$ cat src/fb_pkg.sv
// --------------------
// framebuffer package
// frame size, memory depth and colour index format
// --------------------

package fb_pkg;

    // image size in pixels
    localparam int FB_WIDTH  = 160;
    localparam int FB_HEIGHT = 120;

    // one memory word per pixel, row major
    localparam int FB_DEPTH  = FB_WIDTH * FB_HEIGHT;  // 19200 words
    localparam int FB_ADDRW  = $clog2(FB_DEPTH);      // 15 bits

    // palette index stored per pixel
    localparam int CIDXW = 4;

    typedef logic [CIDXW-1:0] cidx_t;

endpackage

$ cat src/geom_pkg.sv
// --------------------
// geometry package
// screen coordinates shared by the sequencer, lanes and writer
// --------------------

package geom_pkg;

    // wide enough for any framebuffer position, with sign for edge maths
    localparam int CORDW = 16;

    // one signed screen coordinate
    typedef logic signed [CORDW-1:0] coord_t;

endpackage

$ cat src/shape_sequencer.sv
// --------------------
// shape sequencer
// clears the frame, then hands nested rectangles to idle lanes
// --------------------

module shape_sequencer #(
    parameter int DRAW_LANES = 4,
    parameter int SHAPE_CNT  = 15
) (
    input  logic                  clk_100m,
    input  logic                  rst_n,
    input  logic                  start,
    input  logic                  clear_done,
    input  logic [DRAW_LANES-1:0] ack,
    input  logic [DRAW_LANES-1:0] lane_busy,
    output logic                  clear_start,
    output logic [DRAW_LANES-1:0] req,
    output geom_pkg::coord_t      cmd_x0,
    output geom_pkg::coord_t      cmd_y0,
    output geom_pkg::coord_t      cmd_x1,
    output geom_pkg::coord_t      cmd_y1,
    output fb_pkg::cidx_t         cmd_cidx,
    output logic                  busy,
    output logic                  done
);
    import geom_pkg::*;
    import fb_pkg::*;

    localparam int LANE_W = (DRAW_LANES > 1) ? $clog2(DRAW_LANES) : 1;
    localparam int KW     = $clog2(SHAPE_CNT + 1);

    // outer ring corners, each shape moves one pixel inward
    localparam coord_t RECT_X0 = coord_t'(40);
    localparam coord_t RECT_Y0 = coord_t'(30);
    localparam coord_t RECT_X1 = coord_t'(120);
    localparam coord_t RECT_Y1 = coord_t'(90);

    localparam logic [2:0] S_IDLE       = 3'd0;
    localparam logic [2:0] S_CLEAR      = 3'd1;
    localparam logic [2:0] S_WAIT_CLR   = 3'd2;
    localparam logic [2:0] S_DISPATCH   = 3'd3;
    localparam logic [2:0] S_WAIT_LANES = 3'd4;

    logic [2:0]        state;
    logic [KW-1:0]     shape_k;    // next shape to hand out
    coord_t            shape_off;
    logic              lane_free;
    logic [LANE_W-1:0] free_idx;
    logic              issue;      // put a new command on the bus

    assign shape_off = coord_t'(shape_k);

    // lowest numbered lane with busy and ack both low
    always_comb begin
        lane_free = 1'b0;
        free_idx  = '0;
        for (int i = DRAW_LANES - 1; i >= 0; i--) begin
            if (!lane_busy[i] && !ack[i]) begin
                lane_free = 1'b1;
                free_idx  = LANE_W'(i);
            end
        end
    end

    assign issue = (state == S_DISPATCH) && (req == '0) &&
                   (shape_k != KW'(SHAPE_CNT)) && lane_free;

    always_ff @(posedge clk_100m) begin
        if (!rst_n) begin
            state       <= S_IDLE;
            shape_k     <= '0;
            req         <= '0;
            clear_start <= 1'b0;
            busy        <= 1'b0;
            done        <= 1'b0;
        end else begin
            clear_start <= 1'b0;
            done        <= 1'b0;
            case (state)
                S_IDLE: if (start) begin
                    busy        <= 1'b1;
                    clear_start <= 1'b1;
                    shape_k     <= '0;
                    state       <= S_CLEAR;
                end
                S_CLEAR: state <= S_WAIT_CLR;  // writer picks up clear_start here
                S_WAIT_CLR: if (clear_done) state <= S_DISPATCH;
                S_DISPATCH: begin
                    if (req != '0) begin
                        // lane has latched, release it
                        if ((req & ack) != '0) begin
                            req     <= '0;
                            shape_k <= shape_k + 1'b1;
                        end
                    end else if (shape_k == KW'(SHAPE_CNT)) begin
                        state <= S_WAIT_LANES;
                    end else if (issue) begin
                        req[free_idx] <= 1'b1;
                    end
                end
                S_WAIT_LANES: if (lane_busy == '0 && ack == '0) begin
                    busy  <= 1'b0;
                    done  <= 1'b1;
                    state <= S_IDLE;
                end
                default: state <= S_IDLE;
            endcase
        end
    end

    // command bus, frozen while any req is high
    always_ff @(posedge clk_100m) begin
        if (issue) begin
            cmd_x0   <= RECT_X0 + shape_off;
            cmd_y0   <= RECT_Y0 + shape_off;
            cmd_x1   <= RECT_X1 - shape_off;
            cmd_y1   <= RECT_Y1 - shape_off;
            cmd_cidx <= cidx_t'(shape_k + 1'b1);  // index 0 is background
        end
    end

endmodule

$ cat config.mk
export PLATFORM = sky130hd
export DESIGN_NAME = shape_sequencer
export DESIGN_NICKNAME = d
export VERILOG_FILES = /design/src/fb_pkg.sv /design/src/geom_pkg.sv /design/src/shape_sequencer.sv
export SDC_FILE = /design/constraint.sdc
export NUM_CORES = 1
export LEC_CHECK = 0
export BUFFER_PORTS_ARGS = -buffer_cell sky130_fd_sc_hd__buf_2
export CAP_MARGIN = 20
export CORE_UTILIZATION = 47
export DETAILED_ROUTE_END_ITERATION = 6
export GPL_ROUTABILITY_DRIVEN = 1
export GPL_TIMING_DRIVEN = 0
export HOLD_SLACK_MARGIN = 0.02
export PLACE_DENSITY_LB_ADDON = 0.2
export SYNTH_ARGS = -nofsm -noshare
export SYNTH_HDL_FRONTEND = slang
export SYNTH_SLANG_ARGS = --single-unit
$ cat constraint.sdc
create_clock -name clk_100m -period 2.86 [get_ports clk_100m]
set_clock_uncertainty 0.15 [all_clocks]
set_input_delay 0.286 -clock clk_100m [delete_from_list [all_inputs] [get_ports clk_100m]]
set_output_delay 0.286 -clock clk_100m [all_outputs]
set_load 0.1 [all_outputs]
==> reports/qor.yml <==
period_needed_ps: 1810
hold_path_class: "input pin to flop"
max-clock-path-buffers: 2
routabilityCongestion: 0.871
place.port_buffers: 43
post_synth_main_area_contributors: "edfxtp_1, buf_4, dfxtp_1"
power_switching_share_pct: 37.5
layout.cell_area.non_filler_um2: 2460
final_slew_viol_count: 0
sw_power_mw: 0.519
postSynthAreaPerCell_um2: 10.4
pint_mw: 0.866
hpwlAfterDp_mm: 2.38
ys_ff_latch: 35
drcViolationCount: 0
vias: 1368
placement.cell_area_um2: 2350
fillCellCount: 334
critPathKind: "flop to flop"
synth_flop_cell: "edfxtp_1"
postCtsResizedCells: 0
synth_enable_flop_cells: 21
residual_antenna_violating_net_count_after_detailed_routing: 0
rows: 22
start_kind: "flop"
power.sequential.fraction_pct: 39.7
final.hold.worst_slack_ps: 139
wl_per_cell_um: 9.38
power.total_mw: 1.39
outcome: "complete, no violations"
utilization_pct: 65.2
post_route_cells_drive_above_1_share_pct: 38.9
power.combinational.fraction_pct: 29.3
rsz0062_at_grt: "no"
post-synth-top-area-cell: "edfxtp_1"
die-width_um: 65.6
period_share_pct: 63.3
synth.cell_area_um2: 1900
synth.distinct_cells: 36
dpl_worst_slack_ps: 1060
synth.top_cell.area_share_pct: 33.2
detail_route.wirelength_mm: 3.03
vias_per_cell: 4.24
gr-usage-all-layers_pct: 15.1
insertion_delay_ps: 280
synth_async_sr_flop_share_pct: 0
setup_tns_ps: 0
start_util_pct: 50.4
post_synth_inst_count: 182
diodes: 0
worstPathMaxFanout: 21
crit_required_ps: 2690
drt_first_iter_violations: 43
crit_arrival_ps: 1640
sort_of_element_at_the_end_of_the_critical_path: "flop"
final_cell_mix: "buf_4, conb_1, buf_2, edfxtp_1"
synthesis.yosys.warnings: 0
cts-buffers-inserted: 5
pin_count_of_the_biggest_net_entering_global_routing: 22
layout-area-overhead-vs-synth_pct: 29.4
cts-root-buf: "clkbuf_8"
timing.final.setup_violations: 0
leading_cell_type_in_the_layout_fill_and_taps_excluded: "buf_4"
finalNetCount: 293
dp.cells: 315
total_of_hold_buffers_inserted_after_clock_tree_synthesis: 0
grt_antenna_before_repair: 0
grt_pass1_vias: 1113
die_h_um: 65.6
power.ir.vdd_worst_uv: 365
fmaxAchievable_mhz: 552
clkSlewWorstSetupHoldPaths_ps: 70
postCtsSetupRepairBufs: 0
floorplan.die_area_um2: 4300
tritoncts_clock_tree: "done"
layout.cells.non_filler: 323
global_route.overflow_total: 0
grt_pass1_wl_mm: 4.82
io_pins: 87
worst-slew-pin-transition_ps: 497
setup_ws_ps: 1050
tritoncts_num_sinks: 35
hold_violations: 0
slew-limit-headroom_pct: 66.6
h-tree-depth: 2
p_clk_share_pct: 31.0
floorplan.core_area_um2: 3770
ys_seq_area_share_pct: 47.9
p_leak_nw: 1.17
powerDensity_nw_per_um2: 563
detailedRoute.firstPassIterationCount: 4
maxCapViolCount: 0
## routing by layer
metal	wire (um)	up-vias	GRT usage, %
li1	-	716	-
met1	1380	581	18.6
met2	1360	69	24.2
met3	258	2	4.34
met4	34	0	6.79
met5	0	-	0
## critical path, cell delays in order, from the launching register on
cell     delay (ps)
dfxtp_1         360
nor4_4          430
nand3_1         190
nor2_2          180
buf_8           200
## synth_stat cells (2+ instances only)
library cell,number
nand2_1,8
nor4_1,3
xnor2_1,4
nor2b_1,2
nand3_1,7
a22oi_1,4
nand2b_1,2
buf_4,47
nand4_1,3
inv_1,9
mux2i_1,3
dfxtp_1,14
a21oi_1,6
o21ai_0,2
edfxtp_1,21
conb_1,2
clkbuf_1,3
ha_1,7
nor2_1,15
nor3_1,4
## final timing paths
| kind | slack [ps] | startpoint | cells after the start | end |
|---|---|---|---|---|
| min | 140 | rst_n | 2 | state[2] |
| max | 1050 | req[1] | 4 | cmd_y1[1] |
| min reg2reg | 300 | shape_k[3] | 0 | cmd_x0[4] |
| max reg2reg | 1050 | req[1] | 4 | cmd_y1[1] |
## power by group through the flow
| stage | Sequential [mW] | Combinational, mW | Clock, mW |
|---|---|---|---|
| 2_1_floorplan | 0.610 | 0.327 | 0 |
| 3_3_place_gp | 0.561 | 0.401 | 0 |
| 3_5_place_dp | 0.561 | 0.404 | 0 |
| 4_1_cts | 0.549 | 0.404 | 0.440 |
| 5_1_grt | 0.550 | 0.420 | 0.462 |
| 6_report | 0.549 | 0.406 | 0.430 |
## registers in the layout (all words and copies together), names as in the netlist
name and cells:
state 3, cmd_y0 6, cmd_cidx 3, clear_start 1
cmd_y1 4, busy 1, done 1, cmd_x1 4
shape_k 4, req 4, cmd_x0 4
## kinds of logic after synthesis
kind of cell    count (synthesis)  synth area share (%)
other cells                     2                 0.395
simple gates                   50                  14.5
flops                          35                  47.9
buf+inv                        60                  21.5
fa+ha+maj                       7                  4.61
mux                             3                  1.58
compound gates                 21                  7.64
xor+xnor                        4                  1.84
## area by class of cell
cell class                      count  area (um^2)  area share [%]
Tap cell                           48         60.1            2.44
Buffer                             51          375            15.3
Clock buffer                        5         68.8            2.80
Timing Repair Buffer               44          230            9.36
Inverter                            9         33.8            1.37
Sequential cell                    35          911            37.0
Clock inverter                      3         43.8            1.78
Multi-Input combinational cell    128          737            30.0
Note: power is estimated with default switching activity, not from simulation.
