File: config.mk
export PLATFORM = sky130hd
export DESIGN_NAME = draw_rectangle
export DESIGN_NICKNAME = d
export VERILOG_FILES = /design/src/fb_pkg.sv /design/src/geom_pkg.sv /design/src/draw_rectangle.sv
export SDC_FILE = /design/constraint.sdc
export NUM_CORES = 1
export LEC_CHECK = 0
export BUFFER_PORTS_ARGS = -buffer_cell sky130_fd_sc_hd__buf_4
export CELL_PAD_IN_SITES_DETAIL_PLACEMENT = 1
export CELL_PAD_IN_SITES_GLOBAL_PLACEMENT = 2
export CORE_AREA = 2 2 93 185
export CTS_BUF_LIST = sky130_fd_sc_hd__clkbuf_4 sky130_fd_sc_hd__clkbuf_8
export DETAILED_ROUTE_END_ITERATION = 7
export DIE_AREA = 0 0 95 187
export GPL_TIMING_DRIVEN = 0
export HOLD_SLACK_MARGIN = 0.12
export PLACE_DENSITY_LB_ADDON = 0.1
export SLEW_MARGIN = 40
export SYNTH_ARGS = -nofsm -noshare
export SYNTH_HDL_FRONTEND = slang
export SYNTH_SLANG_ARGS = --single-unit
File: constraint.sdc
create_clock -name clk_100m -period 7.2 [get_ports clk_100m]
set_input_delay 1.44 -clock clk_100m [delete_from_list [all_inputs] [get_ports clk_100m]]
set_output_delay 1.44 -clock clk_100m [all_outputs]
set_load 0.05 [all_outputs]
File: src/fb_pkg.sv
// --------------------
// framebuffer package
// frame size, memory depth and colour index format
// --------------------

package fb_pkg;

    // image size in pixels
    localparam int FB_WIDTH  = 160;
    localparam int FB_HEIGHT = 120;

    // one memory word per pixel, row major
    localparam int FB_DEPTH  = FB_WIDTH * FB_HEIGHT;  // 19200 words
    localparam int FB_ADDRW  = $clog2(FB_DEPTH);      // 15 bits

    // palette index stored per pixel
    localparam int CIDXW = 4;

    typedef logic [CIDXW-1:0] cidx_t;

endpackage

File: src/geom_pkg.sv
// --------------------
// geometry package
// screen coordinates shared by the sequencer, lanes and writer
// --------------------

package geom_pkg;

    // wide enough for any framebuffer position, with sign for edge maths
    localparam int CORDW = 16;

    // one signed screen coordinate
    typedef logic signed [CORDW-1:0] coord_t;

endpackage

File: src/draw_rectangle.sv
// --------------------
// rectangle outline lane
// walks the four edges, one pixel per granted cycle
// --------------------

module draw_rectangle (
    input  logic             clk_100m,
    input  logic             rst_n,
    input  logic             req,
    input  geom_pkg::coord_t x0,
    input  geom_pkg::coord_t y0,
    input  geom_pkg::coord_t x1,
    input  geom_pkg::coord_t y1,
    input  fb_pkg::cidx_t    cidx_in,
    input  logic             oe,
    output logic             ack,
    output geom_pkg::coord_t pix_x,
    output geom_pkg::coord_t pix_y,
    output fb_pkg::cidx_t    pix_cidx,
    output logic             pix_valid,
    output logic             busy
);
    import geom_pkg::*;
    import fb_pkg::*;

    localparam logic [2:0] S_IDLE   = 3'd0;
    localparam logic [2:0] S_TOP    = 3'd1;  // x0 -> x1 along y0
    localparam logic [2:0] S_RIGHT  = 3'd2;  // y0+1 -> y1 along x1
    localparam logic [2:0] S_BOTTOM = 3'd3;  // x1-1 -> x0 along y1
    localparam logic [2:0] S_LEFT   = 3'd4;  // y1-1 -> y0+1 along x0

    localparam coord_t STEP = coord_t'(1);

    logic [2:0] state;
    coord_t     rx0, ry0, rx1, ry1;  // latched corners
    logic       latch;
    logic       step;                // current pixel written this edge

    assign latch     = (state == S_IDLE) && req && !ack;
    assign step      = pix_valid && oe;
    assign pix_valid = (state != S_IDLE);
    assign busy      = pix_valid;  // drops with the last granted pixel

    always_ff @(posedge clk_100m) begin
        if (!rst_n) begin
            state <= S_IDLE;
            ack   <= 1'b0;
        end else begin
            if (latch) begin
                ack <= 1'b1;
            end else if (!req) begin
                ack <= 1'b0;
            end

            case (state)
                S_IDLE: if (latch) state <= S_TOP;
                S_TOP: if (step && pix_x == rx1) state <= S_RIGHT;
                S_RIGHT: if (step && pix_y == ry1) state <= S_BOTTOM;
                S_BOTTOM: if (step && pix_x == rx0) begin
                    // a two-row box has no left edge pixels left
                    state <= (ry1 - STEP == ry0) ? S_IDLE : S_LEFT;
                end
                S_LEFT: if (step && pix_y == ry0 + STEP) state <= S_IDLE;
                default: state <= S_IDLE;
            endcase
        end
    end

    // corners, colour and walking position
    always_ff @(posedge clk_100m) begin
        if (latch) begin
            rx0      <= x0;
            ry0      <= y0;
            rx1      <= x1;
            ry1      <= y1;
            pix_x    <= x0;
            pix_y    <= y0;
            pix_cidx <= cidx_in;
        end else if (step) begin
            case (state)
                S_TOP: begin
                    if (pix_x == rx1) pix_y <= pix_y + STEP;  // corner, turn down
                    else pix_x <= pix_x + STEP;
                end
                S_RIGHT: begin
                    if (pix_y == ry1) pix_x <= pix_x - STEP;
                    else pix_y <= pix_y + STEP;
                end
                S_BOTTOM: begin
                    if (pix_x == rx0) pix_y <= pix_y - STEP;
                    else pix_x <= pix_x - STEP;
                end
                S_LEFT: pix_y <= pix_y - STEP;
                default: pix_x <= pix_x;
            endcase
        end
    end

endmodule

==> results_dict.tcl <==
set metrics [dict create \
    status "completed" \
    ys_ff_latch 104 \
    fin_nets 844 \
    cp_cell_sequence "buf_2 -> nor2b_1 -> clkbuf_2 -> nand2_1 -> nand2_1 -> ha_1 -> a21oi_1 -> o211ai_1 -> o41ai_1 -> o211a_1 -> a21oi_1 -> a21oi_1 -> xor2_1 -> o21ai_0" \
    min_period_over_period 0.595 \
    cts_resized 0 \
    routabilityCongestion 0.797 \
    irDropWorstVdd_v 0.000229 \
    grt_pass1_vias 5243 \
    synth_nets 717 \
    die_x_um 95 \
    synth_top_cells_by_count "edfxtp_1, xor2_1, nand2_1" \
    synth.area.top_cells "edfxtp_1, xor2_1, xnor2_1" \
    clkTransAtPathRegs_ps 110 \
    wl_per_cell_um 18.9 \
    min_period_ps 4280 \
    grt_pass1_wl_um 28100 \
    powerDensity_mw_per_mm2 433 \
    core-area_mm2 0.0165 \
    synthArstFlopShare 0 \
    ys_types 56 \
    n_fill_cell 1852 \
    port_buffers 110 \
    hold_buffers 0 \
    synth-seq-area-share 0.477 \
    synth_edf_count 100 \
    htree_num_levels 3 \
    slowest_stage "o41ai_1" \
    setup_viol 0 \
    power_mw 3.43 \
    synthCells 613 \
    max_cap_violations 0 \
    maxSlewHeadroom 0.513 \
    initial_core_util 0.391 \
    antenna_left 0 \
    synth_top_area_share 0.465 \
    crit_fanout 19 \
    dieArea_mm2 0.0178 \
    cp_common_cell "a21oi_1" \
    regArea_mm2 0.00308 \
    cts-root-buf "clkbuf_8" \
    clock_path_buffers 2 \
    hp-class "reg2reg" \
    clock_latency_ps 400 \
    netlist_area_mm2 0.00646 \
    grt_use_total 0.208 \
    crit_buf_inv 2 \
    cts_inserted_buffers 9 \
    worstMarginPinSlew_ps 729 \
    vias 5084 \
    skew_ps 17.5 \
    critPathTopFamily "compound AO/OA/AOI/OAI gates" \
    hold_violations 0 \
    rsz0062_at_grt "false" \
    dp_cells 936 \
    post-synth-top-count-cell "edfxtp_1" \
    yosys_warnings 0 \
    synth_ff_type "edfxtp_1" \
    syn_to_final_growth_pct 22.5 \
    crit_type "reg2reg" \
    dr.pass1.iters 4 \
    die_y_um 187 \
    rows 67 \
    p_leak_nw 3.07 \
    critPathRequiredTime_ps 7340 \
    fmax_ghz 0.233 \
    synth.avg_cell_area_um2 10.5 \
    cp_data_arrival_time_ps 4420 \
    drt-vias-per-instance 5.34 \
    io_pins 111 \
    grt_max_degree 23 \
    grt_overflow 0 \
    multi_input_area_mm2 0.00328 \
    antenna_found_initial 0 \
    critical_path.max_stage_delay_ps 560 \
    post-cts-setup-buffer-count 0 \
    dp_hpwl_um 14100 \
    drive_above_1_share 0.201 \
    hold_slack_ps 553 \
    routed_wl_um 18000 \
    clock_sinks 104 \
    slew_viol_final 0 \
    cp-start-kind "flop" \
    antenna-diode-count 0 \
    drtIter0Drc 148 \
    drc 0 \
    cp-end-kind "flop" \
    cts_tree "done" \
    fin_cells 952 \
    setup_tns_ps 0 \
    yosysTopAreaCell "edfxtp_1" \
]
==> final cells by class <==
cell class	instances	share of cell area
multi-input combinational	480	0.415
timing repair buffer	116	0.120
clock inverter	6	0.0115
inverter	11	0.00522
buffer	18	0.00949
clock buffer	10	0.0166
sequential	104	0.390
tap	207	0.0327
==> final timing paths <==
kind | cells past startpoint | from | end | slack (ps)
setup reg to reg | 14 | state[1]$_SDFFE_PN0P_ | pix_y[14]$_DFFE_PP_ | 2920
hold / removal | 1 | ack$_SDFFE_PN0P_ | ack$_SDFFE_PN0P_ | 550
hold reg to reg | 1 | ack$_SDFFE_PN0P_ | ack$_SDFFE_PN0P_ | 550
setup / recovery | 14 | state[1]$_SDFFE_PN0P_ | pix_y[14]$_DFFE_PP_ | 2920
==> metrics by stage <==
stage,cell area (µm²),util,setup slack [ps]
6_report,7910,0.479,2920
5_1_grt,7910,0.479,2560
4_1_cts,7910,0.479,2870
3_5_place_dp,7690,0.466,2880
3_3_place_gp,7540,0.457,1170
2_1_floorplan,6460,-,2790
==> power breakdown <==
| part | switching (mW) | internal, mW |
|---|---|---|
| clock | 0.220 | 0.203 |
| combinational | 1.13 | 0.711 |
| sequential | 0.235 | 0.926 |
==> logic make-up (layout without fill, tap and decap cells) <==
family / Yosys count / count (layout) / synth area share
buffers and inverters: 29 / 161 / 0.0176
flip-flops: 104 / 104 / 0.477
multiplexers: 8 / 8 / 0.0128
AO/OA/AOI/OAI: 121 / 121 / 0.116
adder cells (fa/ha/maj): 32 / 32 / 0.0643
XOR/XNOR: 114 / 114 / 0.155
AND/OR/NAND/NOR: 205 / 205 / 0.157
==> state kept, by name, summed over array words and instances, names as in the netlist <==
| name | cells |
|---|---|
| ack | 1 |
| pix_cidx | 4 |
| pix_x | 16 |
| pix_y | 16 |
| rx0 | 16 |
| rx1 | 16 |
| ry0 | 16 |
| ry1 | 16 |
| state | 3 |
==> routing by layer <==
metal	share of wire	global-route usage	routed length, µm	vias to the layer above
met5	0	0	0	-
met3	0.039	0.0306	692	12
met1	0.44	0.278	7910	2468
met2	0.50	0.342	9020	102
met4	0.018	0.0708	330	0
li1	-	-	-	2502
==> worst reg2reg max path: cells and delay by family, from the launching register on <==
kind | cells | cell delay [ps]
simple gates | 3 | 870
xor+xnor | 1 | 160
buf+inv | 2 | 700
flops | 1 | 320
compound gates | 7 | 1600
fa+ha+maj | 1 | 410
==> cell usage in the layout, fill, tap and decap left out, drive strengths merged, types with 5 or more instances in the layout <==
| master | netlist | routed |
|---|---|---|
| nor4 | 11 | 11 |
| xor2 | 59 | 59 |
| nand2 | 57 | 57 |
| nand4 | 12 | 12 |
| nand3 | 24 | 24 |
| o21ai | 33 | 33 |
| edfxtp | 100 | 100 |
| mux2i | 6 | 6 |
| or4 | 5 | 5 |
| nor2 | 47 | 47 |
| a31oi | 7 | 7 |
| o211ai | 5 | 5 |
| nor3 | 16 | 16 |
| buf | 3 | 119 |
| ha | 30 | 30 |
| nor2b | 7 | 7 |
| inv | 11 | 13 |
| or3 | 8 | 8 |
| a21oi | 47 | 47 |
| xnor2 | 55 | 55 |
| clkbuf | 15 | 25 |
(Power assumes the default switching activity.)
